`src/tag_store.sv`:
```
`timescale 1ns/100ps

module tag_store #(
  parameter int WAYS     = 8,
  parameter int SET_BITS = 2,
  parameter int TAG_W    = 40
) (
  input  logic clk,
  input  logic reset,
  input  logic [SET_BITS-1:0] set_idx,
  input  logic [TAG_W-1:0] tag,
  input  logic fill,
  input  logic promote,
  output logic hit
);

  localparam int SETS  = 1 << SET_BITS;
  localparam int WAY_W = (WAYS > 1) ? $clog2(WAYS) : 1;

  // Position 0 is newest or most recently used
  logic [TAG_W-1:0] tags [SETS][WAYS];
  logic [WAYS-1:0] valid [SETS];

  logic [WAYS-1:0] match;
  logic [WAY_W-1:0] hit_way;
  // Per-position load enable, position w takes w-1
  logic [WAYS-1:0] shift;

  //////////////////////////////////////////////////////////////////////
  // Lookup
  //////////////////////////////////////////////////////////////////////

  // All ways of the selected set compared at once
  always_comb begin
    for (int w = 0; w < WAYS; w++) begin
      match[w] = valid[set_idx][w] && (tags[set_idx][w] == tag);
    end
  end

  assign hit = |match;

  // Position of the matching way
  always_comb begin
    hit_way = '0;
    for (int w = 0; w < WAYS; w++) begin
      if (match[w]) begin
        hit_way = WAY_W'(w);
      end
    end
  end

  //////////////////////////////////////////////////////////////////////
  // Reordering
  //////////////////////////////////////////////////////////////////////

  // Fill moves every entry back, last one falls off
  // Promote only moves the entries ahead of the hit way
  always_comb begin
    shift[0] = fill || promote;
    for (int w = 1; w < WAYS; w++) begin
      shift[w] = fill || (promote && (WAY_W'(w) <= hit_way));
    end
  end

  always_ff @(posedge clk) begin
    if (reset) begin
      // Every way starts invalid
      for (int s = 0; s < SETS; s++) begin
        valid[s] <= '0;
      end
    end else begin
      for (int w = WAYS - 1; w > 0; w--) begin
        if (shift[w]) begin
          valid[set_idx][w] <= valid[set_idx][w-1];
        end
      end
      if (shift[0]) begin
        valid[set_idx][0] <= 1'b1;
      end
    end
  end

  always_ff @(posedge clk) begin
    for (int w = WAYS - 1; w > 0; w--) begin
      if (shift[w]) begin
        tags[set_idx][w] <= tags[set_idx][w-1];
      end
    end
    // Front always gets the access tag
    if (shift[0]) begin
      tags[set_idx][0] <= tag;
    end
  end

  // No duplicate tags in a set when reordering
  a_single_match: assert property (@(posedge clk) disable iff (reset)
    (fill || promote) |-> $onehot0(match));

  // Controller promotes only what the lookup found
  a_promote_on_hit: assert property (@(posedge clk) disable iff (reset)
    promote |-> hit);

endmodule

```
`config.mk`:
```
export PLATFORM = sky130hd
export DESIGN_NAME = tag_store
export DESIGN_NICKNAME = d
export VERILOG_FILES = /design/src/tag_store.sv
export SDC_FILE = /design/constraint.sdc
export NUM_CORES = 2
export LEC_CHECK = 0
export ABC_CLOCK_PERIOD_IN_PS = 11000
export BUFFER_PORTS_ARGS = -buffer_cell sky130_fd_sc_hd__buf_2
export CAP_MARGIN = 20
export CORE_ASPECT_RATIO = 1.75
export CORE_MARGIN = 4
export CORE_UTILIZATION = 50
export DETAILED_ROUTE_END_ITERATION = 16
export PLACE_DENSITY_LB_ADDON = 0.15
export REMOVE_ABC_BUFFERS = 1
export SLEW_MARGIN = 20
export SYNTH_ARGS = -nofsm -noshare
export SYNTH_HDL_FRONTEND = slang
export SYNTH_SLANG_ARGS = --single-unit
```
`constraint.sdc`:
```
create_clock -name clk -period 11 [get_ports clk]
set_input_delay 1.65 -clock clk [delete_from_list [all_inputs] [get_ports clk]]
set_output_delay 1.65 -clock clk [all_outputs]
set_load 0.005 [all_outputs]
```
==> flow_metrics.tcl <==
set metrics [dict create \
    path_class "in2out" \
    powerDensity_nw_per_um2 179 \
    fin_cells 4255 \
    dr.pass1.iters 7 \
    via_per_inst 6.20 \
    grt_pass1_wl_mm 203 \
    gr-total-overflow 0 \
    htreeDepth 3 \
    synth_ff_type "edfxtp_1" \
    worst_pin_slew_ns 1.12 \
    ant_nets 0 \
    finalClockSkew_ns 0.0273 \
    port_buffers 46 \
    synth_cell_type_count 74 \
    clock_path_buffers 3 \
    worst-endpoint-required_ns 9.35 \
    track_usage 0.250 \
    die_w_um 257 \
    rr_startpoint "tags[3][86]$_DFFE_PP_" \
    antenna_found_initial 0 \
    async_reset_ff_frac 0 \
    netlist_top_cells_area "edfxtp_1 73%, mux4_2 12%, xnor2_1 4.5%" \
    r2r_cells 9 \
    slew_headroom 0.241 \
    crit_path_end "hit" \
    syn_inst 2725 \
    coreArea_um2 107000 \
    dp_hpwl_mm 101 \
    fin_nets 2839 \
    clk_latency_ns 0.73 \
    critPathMaxFanout 58 \
    endpoint_kind "output pin" \
    min_path_type "reg2reg" \
    cts_sinks 1312 \
    start_util 0.504 \
    die_h_um 443 \
    synth_edf_count 1312 \
    irDropWorstVdd_v 0.000139 \
    rrSetupSlack_ns 5.99 \
    cts_setup_buffers 0 \
    num_vias 26386 \
    max_cap_viol_count 0 \
    critPathLaunch "set_idx[0]" \
    worst_r2r_endpoint "tags[3][125]$_DFFE_PP_" \
    netlist_area_um2 54200 \
    rsz0062_at_grt "no" \
    seq_area_um2 39400 \
    wl_per_cell_um 33.3 \
    final_common_cell "edfxtp_1" \
    power.leakage_nw 18.4 \
    ios 47 \
    hold_viol_final 0 \
    cts_buffers 112 \
    startpoint_type "input pin" \
    drc 0 \
    yosys_register_bits 1312 \
    yosysWarnings 0 \
    avgSynthCellArea_um2 19.9 \
    rows 159 \
    dp_cells 4047 \
    syn_to_final_growth_pct 9.68 \
    layout_common_cells "1312 x edfxtp_1, 299 x mux4_2, 276 x xnor2_1, 114 x clkbuf_16, 102 x nand4_1" \
    num_antenna_cells 0 \
    holdBufCountCts 0 \
    yosysTopAreaCellShare 0.728 \
    layout-drive-gt1-share 0.219 \
    outcome "finished clean" \
    fmax_mhz 132 \
    root_buffer "clkbuf_16" \
    dieArea_um2 114000 \
    slew_violations 0 \
    grt_max_degree 130 \
    layout_min_cycle_time_ns 7.60 \
    gp_congestion 0.942 \
    finalCritPeriodShare 0.691 \
    drtIter0Drc 2044 \
    multi_input_area_um2 14000 \
    setup_viol 0 \
    yosys.area.top_type "edfxtp_1" \
    grt_pass1_vias 28019 \
    wirelength_mm 142 \
    synth-seq-area-share 0.728 \
    n_fill_cell 8254 \
    setup_tns_ns 0 \
    arrival_ns 5.95 \
    cts_tree "built" \
    path_clk_slew_ns 0.07 \
    cts.repair.resized 0 \
]
## cell type report
class,count,share of cell area
sequential,1312,0.663
tap,1368,0.0288
clock buffer,139,0.0496
clock inverter,69,0.0105
multi-input combinational,1250,0.235
inverter,22,0.00139
timing repair buffer,95,0.0115
## metrics by stage
| step | hold WS, ns | utilization | power, mW | setup WS [ns] | area [um2] |
|---|---|---|---|---|---|
| after floorplan | 0.676 | - | 6.36 | 3.70 | 53200 |
| after global placement | 0.689 | 0.520 | 6.83 | 3.24 | 55800 |
| after detailed placement | 0.701 | 0.520 | 6.86 | 3.29 | 55800 |
| after CTS | 0.713 | 0.553 | 10.7 | 3.28 | 59400 |
| after global routing | 0.731 | 0.553 | 11.0 | 2.95 | 59400 |
| final | 0.708 | 0.553 | 10.6 | 3.40 | 59400 |
## how the worst min path moves through the flow
stage | slack, ns | cells after the start | startpoint | end
floorplan | 0.68 | 1 | tags[0][129]$_DFFE_PP_ | tags[0][89]$_DFFE_PP_
global placement | 0.69 | 1 | tags[0][179]$_DFFE_PP_ | tags[2][139]$_DFFE_PP_
detailed placement | 0.70 | 1 | tags[0][251]$_DFFE_PP_ | tags[3][211]$_DFFE_PP_
CTS | 0.71 | 1 | tags[0][292]$_DFFE_PP_ | tags[0][252]$_DFFE_PP_
global route | 0.73 | 1 | tags[0][292]$_DFFE_PP_ | tags[3][252]$_DFFE_PP_
finish | 0.71 | 1 | tags[2][90]$_DFFE_PP_ | tags[3][50]$_DFFE_PP_
## synthesized netlist by cell type (all sizes together), types with 6 or more instances
master,number
edfxtp,1312
mux4,299
xnor2,276
buf,113
nand4,102
mux2i,84
nand2,69
nor2,63
a21oi,40
xor2,39
nand3,37
nor4,37
clkbuf,28
o21ai,23
nor3,20
inv,19
nand2b,17
mux2,16
and2,9
or2,9
nor2b,8
a211oi,7
or4,7
a221oi,6
a22oi,6
o2111ai,6
## flip-flops by register name, summed over array words and instances (netlist names)
register  cells
valid        32
tags       1280
## cells by family after synthesis
family | synth area share
AO/OA/AOI/OAI | 0.0194
XOR/XNOR | 0.0509
buffers and inverters | 0.0185
AND/OR/NAND/NOR | 0.0401
flip-flops | 0.728
multiplexers | 0.143
## where the power goes
group	internal (mW)	leakage (nW)	switching, mW
clock	2.12	1.72	1.78
sequential	5.73	12.1	0.0364
combinational	0.303	4.58	0.676
## critical path: stages
cell,delay [ns]
buf_8,0.50
buf_4,0.71
mux4_2,0.65
xnor2_1,0.52
o21ai_0,0.23
or3_1,0.33
or4_1,0.47
o211ai_2,0.23
nor3_1,0.07
buf_4,0.20
nand2_1,0.11
buf_2,0.13
## layer usage
metal / global-route usage / routed length [um] / vias to the layer above
li1: - / - / 11257
met1: 0.269 / 47600 / 14034
met2: 0.459 / 77100 / 795
met3: 0.0264 / 4890 / 300
met4: 0.179 / 12100 / 0
met5: 0 / 0 / -
No activity file was read; power rests on OpenSTA's default activity.
