<file path="config.mk">
export PLATFORM = sky130hd
export DESIGN_NAME = stat_counters
export DESIGN_NICKNAME = d
export VERILOG_FILES = /design/src/cache_sim_pkg.sv /design/src/stat_counters.sv
export VERILOG_INCLUDE_DIRS = /design/src
export SDC_FILE = /design/constraint.sdc
export NUM_CORES = 1
export LEC_CHECK = 0
export ABC_AREA = 1
export ABC_CLOCK_PERIOD_IN_PS = 4600
export BUFFER_PORTS_ARGS = -buffer_cell sky130_fd_sc_hd__buf_2
export CORE_MARGIN = 2
export CORE_UTILIZATION = 50
export DETAILED_ROUTE_END_ITERATION = 7
export PLACE_DENSITY_LB_ADDON = 0.25
export SYNTH_ARGS = -nofsm -noshare
export SYNTH_HDL_FRONTEND = slang
export SYNTH_SLANG_ARGS = --single-unit
</file>
<file path="constraint.sdc">
create_clock -name clk -period 4.6 [get_ports clk]
set_clock_uncertainty 0.1 [all_clocks]
set_input_delay 0.46 -clock clk [delete_from_list [all_inputs] [get_ports clk]]
set_output_delay 0.46 -clock clk [all_outputs]
set_load 0.02 [all_outputs]
</file>
<file path="src/cache_sim_settings.svh">
`ifndef CACHE_SIM_SETTINGS_SVH
`define CACHE_SIM_SETTINGS_SVH

//////////////////////////////////////////////////////////////////////
// Access format
//////////////////////////////////////////////////////////////////////

// Byte address of one access
`define CACHE_ADDR_W 48

// Offset bits inside a block, 64-byte blocks
`define CACHE_BLOCK_BITS 6

//////////////////////////////////////////////////////////////////////
// Level geometry
//////////////////////////////////////////////////////////////////////

// L1 is 2 KiB, 8 ways of 4 sets
`define CACHE_L1_WAYS 8
`define CACHE_L1_SET_BITS 2

// L2 is 16 KiB, 4 ways of 64 sets
`define CACHE_L2_WAYS 4
`define CACHE_L2_SET_BITS 6

//////////////////////////////////////////////////////////////////////
// Statistics
//////////////////////////////////////////////////////////////////////

// Width of every statistics counter, wraps at the top
`define CACHE_CNT_W 12

`endif

</file>
<file path="src/cache_sim_pkg.sv">
`include "cache_sim_settings.svh"

package cache_sim_pkg;

  // Access opcode
  typedef enum logic {
    OP_READ  = 1'b0,
    OP_WRITE = 1'b1
  } op_e;

  // Replacement order inside a set
  typedef enum logic {
    REPL_FIFO = 1'b0,
    REPL_LRU  = 1'b1
  } repl_e;

  // Write counting rule toward L2
  typedef enum logic {
    WP_THROUGH = 1'b0,
    WP_BACK    = 1'b1
  } wpol_e;

  // Controller sequence, one access at a time
  typedef enum logic [1:0] {
    ST_IDLE   = 2'd0,
    ST_LOOKUP = 2'd1,
    ST_UPDATE = 2'd2,
    ST_DONE   = 2'd3
  } ctrl_state_e;

  // Unsigned statistics value
  typedef logic [`CACHE_CNT_W-1:0] count_t;

endpackage

</file>
<file path="src/stat_counters.sv">
`timescale 1ns/100ps

module stat_counters
  import cache_sim_pkg::*;
(
  input  logic clk,
  input  logic reset,
  input  logic inc_l1_read,
  input  logic inc_l1_hit,
  input  logic inc_l1_miss,
  input  logic inc_l1_write,
  input  logic inc_l2_read,
  input  logic inc_l2_hit,
  input  logic inc_l2_miss,
  input  logic inc_l2_write,
  output count_t l1_reads,
  output count_t l1_hits,
  output count_t l1_misses,
  output count_t l1_writes,
  output count_t l2_reads,
  output count_t l2_hits,
  output count_t l2_misses,
  output count_t l2_writes
);

  localparam int N_CNT = 8;

  // Strobes gathered, L1 in the low half
  logic [N_CNT-1:0] inc;
  count_t cnt [N_CNT];

  assign inc = {inc_l2_write, inc_l2_miss, inc_l2_hit, inc_l2_read,
                inc_l1_write, inc_l1_miss, inc_l1_hit, inc_l1_read};

  // Each counter wraps at its width
  always_ff @(posedge clk) begin
    if (reset) begin
      for (int i = 0; i < N_CNT; i++) begin
        cnt[i] <= '0;
      end
    end else begin
      for (int i = 0; i < N_CNT; i++) begin
        if (inc[i]) begin
          cnt[i] <= cnt[i] + 1'b1;
        end
      end
    end
  end

  assign l1_reads  = cnt[0];
  assign l1_hits   = cnt[1];
  assign l1_misses = cnt[2];
  assign l1_writes = cnt[3];
  assign l2_reads  = cnt[4];
  assign l2_hits   = cnt[5];
  assign l2_misses = cnt[6];
  assign l2_writes = cnt[7];

endmodule

</file>
==> metrics.md <==
| Metric | Value |
|---|---|
| Post-cts resize count | `0` |
| VDD IR max | `0.1483 mV` |
| Drt total wl | `11.00 mm` |
| CP max FO | `23` |
| Post CTS Setup Buffer Count | `0` |
| Routability-driven placement congestion ratio | `0.8804` |
| # DRC | `0` |
| WS Path Type | `input port to flip-flop` |
| Top delay family on crit path | `buffers and inverters` |
| Largest reg by FF count | `cnt` |
| Synth area leaders | `edfxtp_1 (56%), nand2_1 (9.9%), nor2_1 (9.6%)` |
| Status | `finished clean` |
| Synth-to-layout area growth | `16.81%` |
| Total track usage | `0.1996` |
| Biggest regs | `cnt (96)` |
| HPWL Detailed | `8.218 mm` |
| Max-cap viol count | `0` |
| 1st-iter DRT viols | `308` |
| Critical Path Start | `reset` |
| Hold_buf cts | `0` |
| Htree depth | `3` |
| Clock-pin slew on the worst setup and hold paths | `90 ps` |
| Via count normalized by instance count | `5.084` |
| DIE AREA | `11,190 um2` |
| Endpoints failing setup | `0` |
| Syn Std Cell Area | `5181 um2` |
| Routed wire per std cell | `12.71 um` |
| Avg Cell Area, Syn | `8.480 um2` |
| Seq/Total Area, Yosys | `0.5564` |
| Setup_tns | `0 ps` |
| Maximum clock path buffer count | `2` |
| CP Capture Type | `flip-flop` |
| Fin. max-slew vios | `0` |
| Met2 WL | `5.184 mm` |
| Hold wc startpoint | `cnt[1][16]$_SDFFCE_PN0P_` |
| WP buf/inv | `2` |
| Highest routed metal layer | `met4` |
| Post-place setup slack | `2253 ps` |
| CTS Sinks | `96` |
| TritonRoute pass-1 iters | `4` |
| Die W | `105.8 um` |
| Final ANT Viol Nets | `0` |
| Cell with the largest stage delay on the worst path | `nand2_1` |
| Area post-placement | `5862 um2` |
| Yosys reg bits | `96` |
| Fmax | `0.5080 GHz` |
| Layout cell share with drive strength beyond 1 | `0.1701` |
| I/O Pins | `106` |
| TritonCTS buffer count | `9` |
| Slew at the pin closest to its max-slew limit | `586.8 ps` |
| Routed wl met3 | `578 um` |
| Synth area leader | `edfxtp_1` |
| Gr ovfl total | `0` |
| Wl on met1 | `5.026 mm` |
| Tmin final | `1969 ps` |
| Final Instance Area | `6052 um2` |
| TritonCTS clock tree | `yes` |
| Final worst-path setup slack | `2631 ps` |
| Total number of vias | `4,398` |
| Syn Nets | `629` |
| Top cell type's share of synthesized area | `0.5564` |
| Leakage power | `2.624 nW` |
| Post-Synthesis Cells | `611` |
| First-pass GRT wire length | `18.22 mm` |
| CP Launch Type | `input port` |
| Post-route clock period utilization | `0.4279` |
| Cell-by-cell trace of the critical path | `buf_2, inv_1, nand2_1` |
| Final hold slack | `493.8 ps` |
| Core Area | `10,180 um2` |
| RSZ-0062 raised after global routing | `no` |
| PortBufs | `105` |
| Rel. slew slack | `0.6084` |
| Fin util | `0.5942` |
| N_diodes | `0` |
| FF-to-FF Start | `cnt[1][36]$_SDFFCE_PP0P_` |
| Largest net degree at the start of global routing | `24` |
| Worst Path Required | `4480 ps` |
| Fill cell count | `927` |
| Root Buffer | `clkbuf_8` |
| Insertion delay to the later sink of the worst-skew pair | `340 ps` |
| Core Rows | `37` |
| Initial core utilization | `0.5087` |
| Min-delay worst type | `flip-flop to flip-flop` |
| Largest register FFs | `96` |
| CP max stage delay | `520 ps` |
| Synth warn | `0` |
| Vias in the first global route | `4,057` |
| Count of cell types in the netlist | `19` |
| Antenna violations before repair | `0` |
| PwrDens | `316.9 nW/um2` |
| Final Hold Vio Count | `0` |
| Nets | `742` |
| Height of the die | `105.8 um` |
| CP Data Arrival Time | `1850 ps` |
placed cells by master, fill, tap and decap left out, drive strengths merged:
cell type / count
bufinv: 1
nand2: 137
o21ai: 15
nand4: 14
a21oi: 41
nor2: 136
a31oi: 5
nor3: 7
buf: 105
clkbuf: 12
inv: 80
xnor2: 9
nand3b: 3
ha: 8
o21a: 6
nand3: 47
or2: 2
edfxtp: 96
o21bai: 2
clkinv: 2
clkinvlp: 1
worst reg2reg max path, cell delays in order, from the launching register on:
cell and delay [ps]:
edfxtp_1 430, ha_1 190, nand2_1 100, nor2_1 340
xnor2_1 180, nor2_1 60
logic make-up after synthesis:
family / count (synthesis) / share of synthesized area
compound gates: 69 / 0.07172
buf+inv: 83 / 0.06085
simple gates: 346 / 0.2765
flops: 96 / 0.5564
fa+ha+maj: 8 / 0.01932
xor+xnor: 9 / 0.01521
path summary, 6_finish.rpt:
| path | to | slack (ps) | depth (start not counted) |
|---|---|---|---|
| worst max-delay path | cnt[1][1]$_SDFFCE_PN0P_ | 2630 | 3 |
| worst min-delay path | cnt[1][16]$_SDFFCE_PN0P_ | 490 | 1 |
| worst max register to register | cnt[1][42]$_SDFFCE_PP0P_ | 2930 | 5 |
| worst min register to register | cnt[1][16]$_SDFFCE_PN0P_ | 490 | 1 |
synth_stat cells:
| cell | number |
|---|---|
| inv_1 | 80 |
| nor2_1 | 132 |
| nand2_1 | 137 |
| edfxtp_1 | 96 |
| o21a_1 | 6 |
| xnor2_1 | 9 |
| nand3_1 | 47 |
| nand3b_1 | 3 |
| o21ai_0 | 15 |
| ha_1 | 8 |
| nand4_1 | 14 |
| buf_2 | 3 |
| a21oi_1 | 41 |
| nor3_1 | 7 |
| nor2_2 | 3 |
| o21bai_1 | 2 |
| a31oi_1 | 5 |
| or2_2 | 2 |
| nor2_4 | 1 |
area by class of cell:
class | instances | area [um2] | share of cell area
clock buffer | 12 | 135.1 | 0.02233
clock inverter | 4 | 55.05 | 0.009097
inverter | 80 | 300.3 | 0.04962
multi-input combinational | 432 | 1983 | 0.3277
sequential | 96 | 2883 | 0.4763
tap | 136 | 170.2 | 0.02812
timing repair buffer | 105 | 525.5 | 0.08683
per-layer routing:
metal / vias up / global-route usage
li1: 2251 / -
met1: 2010 / 0.2656
met2: 124 / 0.3336
met3: 13 / 0.02783
met4: 0 / 0.07425
met5: - / 0
per-stage QoR:
step | power (mW) | cells
after floorplan | 1.299 | 611
after global placement | 1.395 | 849
after detailed placement | 1.405 | 849
after CTS | 1.931 | 865
after global routing | 1.999 | 865
final | 1.918 | 865
power breakdown:
group | internal (mW) | switching (mW) | leakage (nW)
Sequential | 1.04 | 0.0715 | 1.06
Combinational | 0.0875 | 0.190 | 1.47
Clock | 0.254 | 0.280 | 0.0908
No activity file was read; power rests on OpenSTA's default activity.
