==> config.mk <==
export PLATFORM = sky130hd
export DESIGN_NAME = cache_ctrl
export DESIGN_NICKNAME = d
export VERILOG_FILES = /design/src/cache_sim_pkg.sv /design/src/cache_ctrl.sv
export VERILOG_INCLUDE_DIRS = /design/src
export SDC_FILE = /design/constraint.sdc
export NUM_CORES = 1
export LEC_CHECK = 0
export BUFFER_PORTS_ARGS = -buffer_cell sky130_fd_sc_hd__buf_2
export CORE_MARGIN = 2
export CORE_UTILIZATION = 26
export DETAILED_ROUTE_END_ITERATION = 10
export PLACE_DENSITY = 0.59
export SKIP_CTS_REPAIR_TIMING = 1
export SYNTH_ARGS = -nofsm -noshare
export SYNTH_HDL_FRONTEND = slang
export SYNTH_SLANG_ARGS = --single-unit
==> constraint.sdc <==
create_clock -name clk -period 6.05 [get_ports clk]
set_clock_uncertainty 0.1 [all_clocks]
set_input_delay 0.3025 -clock clk [delete_from_list [all_inputs] [get_ports clk]]
set_output_delay 0.3025 -clock clk [all_outputs]
set_load 0.01 [all_outputs]
==> src/cache_sim_settings.svh <==
`ifndef CACHE_SIM_SETTINGS_SVH
`define CACHE_SIM_SETTINGS_SVH

//////////////////////////////////////////////////////////////////////
// Access format
//////////////////////////////////////////////////////////////////////

// Byte address of one access
`define CACHE_ADDR_W 48

// Offset bits inside a block, 64-byte blocks
`define CACHE_BLOCK_BITS 6

//////////////////////////////////////////////////////////////////////
// Level geometry
//////////////////////////////////////////////////////////////////////

// L1 is 2 KiB, 8 ways of 4 sets
`define CACHE_L1_WAYS 8
`define CACHE_L1_SET_BITS 2

// L2 is 16 KiB, 4 ways of 64 sets
`define CACHE_L2_WAYS 4
`define CACHE_L2_SET_BITS 6

//////////////////////////////////////////////////////////////////////
// Statistics
//////////////////////////////////////////////////////////////////////

// Width of every statistics counter, wraps at the top
`define CACHE_CNT_W 12

`endif

==> src/cache_sim_pkg.sv <==
`include "cache_sim_settings.svh"

package cache_sim_pkg;

  // Access opcode
  typedef enum logic {
    OP_READ  = 1'b0,
    OP_WRITE = 1'b1
  } op_e;

  // Replacement order inside a set
  typedef enum logic {
    REPL_FIFO = 1'b0,
    REPL_LRU  = 1'b1
  } repl_e;

  // Write counting rule toward L2
  typedef enum logic {
    WP_THROUGH = 1'b0,
    WP_BACK    = 1'b1
  } wpol_e;

  // Controller sequence, one access at a time
  typedef enum logic [1:0] {
    ST_IDLE   = 2'd0,
    ST_LOOKUP = 2'd1,
    ST_UPDATE = 2'd2,
    ST_DONE   = 2'd3
  } ctrl_state_e;

  // Unsigned statistics value
  typedef logic [`CACHE_CNT_W-1:0] count_t;

endpackage

==> src/cache_ctrl.sv <==
`timescale 1ns/100ps
`include "cache_sim_settings.svh"

module cache_ctrl
  import cache_sim_pkg::*;
(
  input  logic clk,
  input  logic reset,
  input  logic start,
  input  logic [`CACHE_ADDR_W-1:0] addr,
  input  op_e op,
  input  repl_e replace_policy,
  input  wpol_e write_policy,
  input  logic l1_hit,
  input  logic l2_hit,
  output logic busy,
  output logic done,
  output logic [`CACHE_L1_SET_BITS-1:0] l1_set,
  output logic [`CACHE_ADDR_W-`CACHE_BLOCK_BITS-`CACHE_L1_SET_BITS-1:0] l1_tag,
  output logic [`CACHE_L2_SET_BITS-1:0] l2_set,
  output logic [`CACHE_ADDR_W-`CACHE_BLOCK_BITS-`CACHE_L2_SET_BITS-1:0] l2_tag,
  output logic l1_fill,
  output logic l1_promote,
  output logic l2_fill,
  output logic l2_promote,
  output logic inc_l1_read,
  output logic inc_l1_hit,
  output logic inc_l1_miss,
  output logic inc_l1_write,
  output logic inc_l2_read,
  output logic inc_l2_hit,
  output logic inc_l2_miss,
  output logic inc_l2_write
);

  // Block number width, address without the offset
  localparam int BLK_W    = `CACHE_ADDR_W - `CACHE_BLOCK_BITS;
  localparam int L1_TAG_W = BLK_W - `CACHE_L1_SET_BITS;
  localparam int L2_TAG_W = BLK_W - `CACHE_L2_SET_BITS;

  ctrl_state_e state;
  ctrl_state_e state_nxt;

  // Latched request
  logic [`CACHE_ADDR_W-1:0] addr_q;
  op_e   op_q;
  repl_e repl_q;
  wpol_e wpol_q;

  // Lookup results, held for the update cycle
  logic l1_hit_q;
  logic l2_hit_q;

  logic [BLK_W-1:0] block;
  logic accept;
  logic in_update;
  logic lru;
  logic l1_miss;
  logic is_write;

  //////////////////////////////////////////////////////////////////////
  // Sequencer
  //////////////////////////////////////////////////////////////////////

  // New access only from idle
  assign accept = (state == ST_IDLE) && start;

  always_comb begin
    state_nxt = state;
    case (state)
      ST_IDLE:   if (start) state_nxt = ST_LOOKUP;
      ST_LOOKUP: state_nxt = ST_UPDATE;
      ST_UPDATE: state_nxt = ST_DONE;
      ST_DONE:   state_nxt = ST_IDLE;
      default:   state_nxt = ST_IDLE;
    endcase
  end

  always_ff @(posedge clk) begin
    if (reset) begin
      state <= ST_IDLE;
    end else begin
      state <= state_nxt;
    end
  end

  // Request and both policies held for the whole access
  always_ff @(posedge clk) begin
    if (accept) begin
      addr_q <= addr;
      op_q   <= op;
      repl_q <= replace_policy;
      wpol_q <= write_policy;
    end
  end

  // Tag stores compare during lookup
  always_ff @(posedge clk) begin
    if (state == ST_LOOKUP) begin
      l1_hit_q <= l1_hit;
      l2_hit_q <= l2_hit;
    end
  end

  assign busy = (state != ST_IDLE);
  assign done = (state == ST_DONE);

  //////////////////////////////////////////////////////////////////////
  // Address split
  //////////////////////////////////////////////////////////////////////

  assign block  = addr_q[`CACHE_ADDR_W-1:`CACHE_BLOCK_BITS];
  // Low block bits pick the set, the rest is the tag
  assign l1_set = block[`CACHE_L1_SET_BITS-1:0];
  assign l1_tag = block[BLK_W-1:BLK_W-L1_TAG_W];
  assign l2_set = block[`CACHE_L2_SET_BITS-1:0];
  assign l2_tag = block[BLK_W-1:BLK_W-L2_TAG_W];

  //////////////////////////////////////////////////////////////////////
  // Update decisions
  //////////////////////////////////////////////////////////////////////

  assign in_update = (state == ST_UPDATE);
  assign lru       = (repl_q == REPL_LRU);
  assign l1_miss   = !l1_hit_q;
  assign is_write  = (op_q == OP_WRITE);

  // L2 only acts behind an L1 miss
  assign l1_fill    = in_update && l1_miss;
  assign l1_promote = in_update && l1_hit_q && lru;
  assign l2_fill    = in_update && l1_miss && !l2_hit_q;
  assign l2_promote = in_update && l1_miss && l2_hit_q && lru;

  // Counter strobes
  assign inc_l1_read  = in_update && !is_write;
  assign inc_l1_write = in_update && is_write;
  assign inc_l1_hit   = in_update && l1_hit_q;
  assign inc_l1_miss  = in_update && l1_miss;
  assign inc_l2_read  = in_update && l1_miss;
  assign inc_l2_hit   = in_update && l1_miss && l2_hit_q;
  assign inc_l2_miss  = in_update && l1_miss && !l2_hit_q;
  // Write-back reaches L2 only when L1 missed
  assign inc_l2_write = in_update && is_write && ((wpol_q == WP_THROUGH) || l1_miss);

  // Single-cycle done, right after the update cycle
  a_done_after_update: assert property (@(posedge clk) disable iff (reset)
    done |-> ($past(state) == ST_UPDATE) ##1 !done);

  // Miss fill and hit promote are exclusive in L1
  a_l1_fill_xor_promote: assert property (@(posedge clk) disable iff (reset)
    !(l1_fill && l1_promote));

endmodule

==> flow_metrics.py, run 1 <==
metrics = {
    "setup_path": {
        "crit_slowest_cell": "and2_2",
        "start_kind": "flip-flop",
        "arrival_ns": 1.87,
        "crit_chain": "inv_1, ha_1, and2_2",
        "crit_type": "reg -> reg",
        "worstPathRequired_ns": 5.87,
        "path_buf_inv": 1,
        "max_stage_delay_ns": 0.85,
        "cp-end-kind": "flip-flop",
        "worstPathMaxFanout": 45,
        "critical-path-top-delay-family": "simple AND/OR/NAND/NOR gates",
    },
    "clock_network": {
        "htree_levels": 2,
        "cts-root-buf": "clkbuf_8",
        "clk_pin_slew_ns": 0.09,
        "numCtsBuffers": 5,
        "insertion_delay_ns": 0.29,
        "cts_num_sinks": 49,
        "cts_tree": "built",
        "cts_buffer_depth": 2,
    },
    "floorplanning": {
        "core-area_um2": 7290,
        "die_y_um": 91.1,
        "num_io_pins": 154,
        "die-width_um": 91.1,
        "rows": 31,
        "initial_core_util_pct": 27.0,
        "fp.dieArea_um2": 8290,
    },
    "run_status": {
        "status": "completed",
    },
    "global_route": {
        "grt_pass1_vias": 1119,
        "grt_max_degree": 46,
        "antenna_found_initial": 0,
        "overflow": 0,
        "grt_pass1_wl_um": 5550,
        "grtUsageTotal_pct": 8.66,
    },
    "placement": {
        "gp_congestion": 0.647,
        "port-buffer-count": 147,
        "dp.cells": 319,
        "place_hpwl_um": 2900,
        "post_dp_cell_area_um2": 2490,
    },
    "sta": {
        "slew_violations": 0,
        "hold_slack_ns": 0.0754,
        "slew_headroom_pct": 30.3,
        "fmax_mhz": 488,
        "min_period_ns": 2.05,
        "period_share_pct": 33.9,
        "worst_pin_slew_ns": 1.05,
        "final.setup.tns_ns": 0,
        "finalSetupViolCount": 0,
        "rsz0062_at_grt": "false",
        "hold_viol_final": 0,
    },
    "cells_and_area": {
        "final_cell_area_um2": 2600,
        "multiInputGateArea_um2": 171,
        "final_util_pct": 35.6,
        "area_growth_pct": 31.8,
        "layout.area.seq_um2": 1450,
        "fill_cells": 733,
        "antenna_cells": 0,
        "layout_commonest_cell": "buf_2",
        "nNetsFinal": 287,
        "final_cell_mix": "147 x buf_2, 47 x edfxtp_1, 5 x clkbuf_8",
        "final_layout_size_suffix_gt1_share_pct": 69.2,
        "instances_no_fill": 326,
    },
    "hold_path": {
        "worstHoldPathType": "in -> reg",
    },
    "power": {
        "max-vdd-ir-drop_v": 0.000301,
        "power_leakage_nw": 1.21,
        "p_per_area_nw_per_um2": 413,
    },
    "detailed_routing": {
        "vias_per_cell": 3.70,
        "vias": 1206,
        "routedWlPerCell_um": 11.4,
        "drt_pass1_iterations": 4,
        "drt_iter0_drc": 42,
        "ant_nets": 0,
        "drc": 0,
        "wl_um": 3720,
    },
    "run": {
        "maxCapViolations": 0,
    },
    "synthesis": {
        "ys.warnings.count": 0,
        "yosys_register_bits": 49,
        "syn_avg_cell_area_um2": 16.7,
        "syn_area_um2": 1970,
        "syn_nets": 178,
        "synth_cells": 118,
        "ys_seq_area_share_pct": 73.7,
        "synth_cell_types": 16,
    },
}
## power by group
part / internal [W] / switching, W
Sequential: 0.000484 / 0.0000382
Combinational: 0.000129 / 0.000196
Clock: 0.000120 / 0.000105
Total: 0.000733 / 0.000340
## flip-flops by register name, indices dropped and copies added (netlist names)
name,cells
addr_q,42
lru,1
wpol_q,1
l2_hit_q,1
is_write,1
state,2
l1_hit_q,1
## Yosys cell counts
| library cell | instances | area, um2 |
|---|---|---|
| edfxtp_1 | 47 | 1410 |
| buf_4 | 45 | 338 |
| and2_1 | 4 | 25.0 |
| ha_1 | 4 | 50.1 |
| inv_1 | 3 | 11.3 |
| and3_1 | 2 | 12.5 |
| dfxtp_1 | 2 | 40.0 |
| nor2_1 | 2 | 7.51 |
| nor2b_1 | 2 | 12.5 |
| a211oi_1 | 1 | 7.51 |
| a21boi_2 | 1 | 11.3 |
| and2b_1 | 1 | 7.51 |
| nand2b_1 | 1 | 6.26 |
| nand4bb_1 | 1 | 11.3 |
| nor2b_4 | 1 | 13.8 |
| o21ai_1 | 1 | 5.00 |
## per-stage QoR
stage / power [W] / setup slack (ns)
6_report: 0.00107 / 4.00
5_1_grt: 0.00114 / 3.75
4_1_cts: 0.00109 / 3.95
3_5_place_dp: 0.000866 / 3.95
3_3_place_gp: 0.000860 / 3.99
2_1_floorplan: 0.000776 / 3.82
## metal layers
metal | share of wire [%] | up-vias | track usage [%]
li1 | - | 580 | -
met1 | 37 | 535 | 9.24
met2 | 49 | 84 | 14.8
met3 | 12 | 7 | 4.32
met4 | 1.4 | 0 | 3.03
met5 | 0 | - | 0
## cells by family (layout without fill, tap and decap cells)
family | count (synthesis) | count (layout) | synth area share (%)
buffers and inverters | 48 | 157 | 17.7
DFF | 49 | 49 | 73.7
and+or+nand+nor | 14 | 14 | 4.89
AOI/OAI and AO/OA | 3 | 3 | 1.21
adders and majority gates | 4 | 4 | 2.54
## area by class of cell
type / count / area share, %
clock buffer: 5 / 2.65
clock inverter: 2 / 1.35
inverter: 3 / 0.434
multi-input combinational: 21 / 6.60
sequential: 49 / 55.9
tap: 99 / 4.77
timing repair buffer: 147 / 28.3
## worst reg2reg max path, stage by stage, from the launching register on
cell	delay, ns
dfxtp_1	0.35
inv_1	0.09
ha_1	0.24
and2_2	0.86
## worst paths after layout
path | cells after the start | slack (ns) | from | end
min reg2reg | 2 | 0.46 | state[1] | state[1]
max | 3 | 4.00 | state[0] | addr_q[23]
max reg2reg | 3 | 4.00 | state[0] | addr_q[23]
min | 1 | 0.08 | addr[28] | addr_q[28]
No activity file was read; power rests on OpenSTA's default activity.
==> run 2: changes to the inputs <==
--- a/config.mk
+++ b/config.mk
@@ -6,11 +6,12 @@
 export SDC_FILE = /design/constraint.sdc
 export NUM_CORES = 1
 export LEC_CHECK = 0
+export ABC_AREA = 1
 export BUFFER_PORTS_ARGS = -buffer_cell sky130_fd_sc_hd__buf_2
 export CORE_MARGIN = 2
 export CORE_UTILIZATION = 26
 export DETAILED_ROUTE_END_ITERATION = 10
-export PLACE_DENSITY = 0.59
+export PLACE_DENSITY = 0.61
 export SKIP_CTS_REPAIR_TIMING = 1
 export SYNTH_ARGS = -nofsm -noshare
 export SYNTH_HDL_FRONTEND = slang
==> constraint.sdc (replaced) <==
create_clock -name clk -period 1.7 [get_ports clk]
set_clock_uncertainty 0.1 [all_clocks]
set_input_delay 0.085 -clock clk [delete_from_list [all_inputs] [get_ports clk]]
set_output_delay 0.085 -clock clk [all_outputs]
set_load 0.01 [all_outputs]
==> run 2 against run 1 <==
Effect of this change:
- design area up 20%
- die area stayed put
- hold slack lost 0.054 ns
- area after synthesis is the same
- sequential share of layout area shrank 9.2 points
- combinational power rose to 4.5 times the previous value
- via count up 19%
- setup slack lost 3.8 ns
- sequential power grew to 3.6 times the previous value
- critical endpoint is now inc_l2_write
==> flow_metrics.py, run 2 <==
metrics = {
    "detailed_routing": {
        "drt_pass1_iterations": 4,
        "routedWlPerCell_um": 11.6,
        "vias_per_cell": 3.71,
        "wl_um": 4470,
        "ant_nets": 0,
        "vias": 1432,
        "drc": 0,
        "drt_iter0_drc": 21,
    },
    "global_route": {
        "grt_max_degree": 25,
        "grt_pass1_wl_um": 5830,
        "antenna_found_initial": 0,
        "overflow": 0,
        "grtUsageTotal_pct": 9.09,
        "grt_pass1_vias": 1192,
    },
    "synthesis": {
        "ys_top_cells_by_area": "edfxtp_1 72%, buf_4 17%, ha_1 2.5%",
        "synth_cell_types": 13,
        "syn_area_um2": 1970,
        "ys_seq_area_share_pct": 73.7,
        "synthMostInstantiatedCell": "edfxtp_1",
        "synth_common_cells": "47 x edfxtp_1, 45 x buf_4, 12 x inv_1",
        "yosysTopAreaCellShare_pct": 71.6,
        "yosys_register_bits": 49,
        "async_reset_ff_share_pct": 0,
        "syn_nets": 188,
        "synth-edff-count": 47,
        "synth_cells": 128,
        "syn_avg_cell_area_um2": 15.4,
        "synth_ff_type": "edfxtp_1",
        "ys.warnings.count": 0,
        "yosysTopAreaCell": "edfxtp_1",
    },
    "placement": {
        "post_dp_cell_area_um2": 2550,
        "dp.cells": 331,
        "place_hpwl_um": 3200,
        "port-buffer-count": 147,
        "gp_congestion": 0.670,
    },
    "floorplanning": {
        "fp.dieArea_um2": 8290,
        "die-width_um": 91.1,
        "initial_core_util_pct": 27.0,
        "die_y_um": 91.1,
        "num_io_pins": 154,
        "core-area_um2": 7290,
        "rows": 31,
    },
    "cells_and_area": {
        "multiInputGateArea_um2": 150,
        "largest_register_ffs": 42,
        "top_regs": "addr_q (42), state (2)",
        "final_util_pct": 42.7,
        "layout_commonest_cell": "buf_2",
        "fill_cells": 704,
        "final_cell_area_um2": 3120,
        "final_layout_size_suffix_gt1_share_pct": 57.8,
        "regMostFlops": "addr_q",
        "antenna_cells": 0,
        "layout.area.seq_um2": 1450,
        "instances_no_fill": 386,
        "final_cell_mix": "147 x buf_2, 48 x dlygate4sd3_1, 47 x edfxtp_1",
        "nNetsFinal": 347,
        "area_growth_pct": 58.2,
    },
    "clock_network": {
        "cts_buffer_depth": 2,
        "cts-root-buf": "clkbuf_8",
        "htree_levels": 2,
        "insertion_delay_ns": 0.30,
        "cts_num_sinks": 49,
        "numCtsBuffers": 5,
        "cts_tree": "built",
        "clk_pin_slew_ns": 0.09,
    },
    "setup_path": {
        "max_stage_delay_ns": 0.34,
        "worstPathMaxFanout": 5,
        "start_kind": "flip-flop",
        "crit_chain": "inv_2, ha_2, nand2_1, a21oi_1, buf_2",
        "crit_type": "reg -> out",
        "arrival_ns": 1.36,
        "worstPathRequired_ns": 1.51,
        "crit_slowest_cell": "dfxtp_2",
        "startpoint": "state[0]",
        "r2r_start": "state[1]",
        "cp-end-kind": "output pin",
    },
    "sta": {
        "rsz0062_at_grt": "false",
        "worst_pin_slew_ns": 0.149,
        "fmax_mhz": 646,
        "hold_slack_ns": 0.0211,
        "slew_violations": 0,
        "hold_viol_final": 0,
        "finalSetupViolCount": 0,
        "slew_headroom_pct": 90.0,
        "min_period_ns": 1.55,
        "period_share_pct": 91.1,
    },
    "power": {
        "power.switching_w": 0.00132,
        "pwr-share-comb_pct": 37.0,
        "pwr-share-clk_pct": 16.1,
        "p_per_area_nw_per_um2": 1270,
        "swShare_pct": 33.5,
        "power_leakage_nw": 1.45,
        "internal-power_w": 0.00263,
        "seqPwrFrac_pct": 46.9,
        "max-vdd-ir-drop_v": 0.000715,
    },
    "run_status": {
        "status": "completed",
    },
    "hold_path": {
        "hold_start": "start",
        "worstHoldPathType": "in -> reg",
    },
    "run": {
        "maxCapViolations": 0,
    },
}
==> run 2: through the flow <==
step	worst slack (ns)	power [W]	setup TNS, ns
6_report	0.152	0.00396	0
5_1_grt	0.0498	0.00421	0
4_1_cts	0.0918	0.00393	0
3_5_place_dp	0.361	0.00328	0
3_3_place_gp	0.381	0.00324	0
2_1_floorplan	-0.0220	0.00284	-0.990
==> run 2: worst max-delay path, delay by kind of cell (launching register included) <==
kind            cells  cell delay [ns]
flops               1             0.34
buf+inv             2             0.25
compound gates      1             0.16
fa+ha+maj           1             0.23
simple gates        1             0.08
==> run 2: cells by family (layout without fill, tap and decap cells) <==
| logic type | count (synthesis) | after routing | share of synthesized area [%] |
|---|---|---|---|
| fa+ha+maj | 4 | 4 | 2.54 |
| simple gates | 14 | 14 | 3.43 |
| buf+inv | 58 | 217 | 19.6 |
| flops | 49 | 49 | 73.7 |
| compound gates | 3 | 3 | 0.762 |
==> run 2: power by group through the flow <==
stage / Clock [W] / Sequential [W] / Combinational (W)
after detailed placement: 0 / 0.00188 / 0.00140
after floorplan: 0 / 0.00200 / 0.000844
after global placement: 0 / 0.00187 / 0.00137
final: 0.000638 / 0.00186 / 0.00146
after global routing: 0.000709 / 0.00189 / 0.00160
after CTS: 0.000673 / 0.00186 / 0.00140
==> run 2: per-layer routing <==
metal	wire length [um]	global-route usage, %	share of wire [%]
met5	0	0	0
met4	47	3.79	1.1
met3	325	2.82	7.3
met2	2450	17.1	55
met1	1650	9.19	37
==> run 2: layout make-up <==
type,count,share of cell area [%]
repair buffers,197,40.3
clock inverters,2,0.361
well taps,99,3.97
clock buffers,5,2.21
inverters,13,1.69
multi-input cells,21,4.82
flip-flops and latches,49,46.6
==> run 2: final timing paths <==
path             endpoint  cells past startpoint  slack [ns]
max reg2reg    addr_q[33]                      5        0.35
max          inc_l2_write                      5        0.15
min              state[0]                      3        0.02
min reg2reg      state[0]                      2        0.42
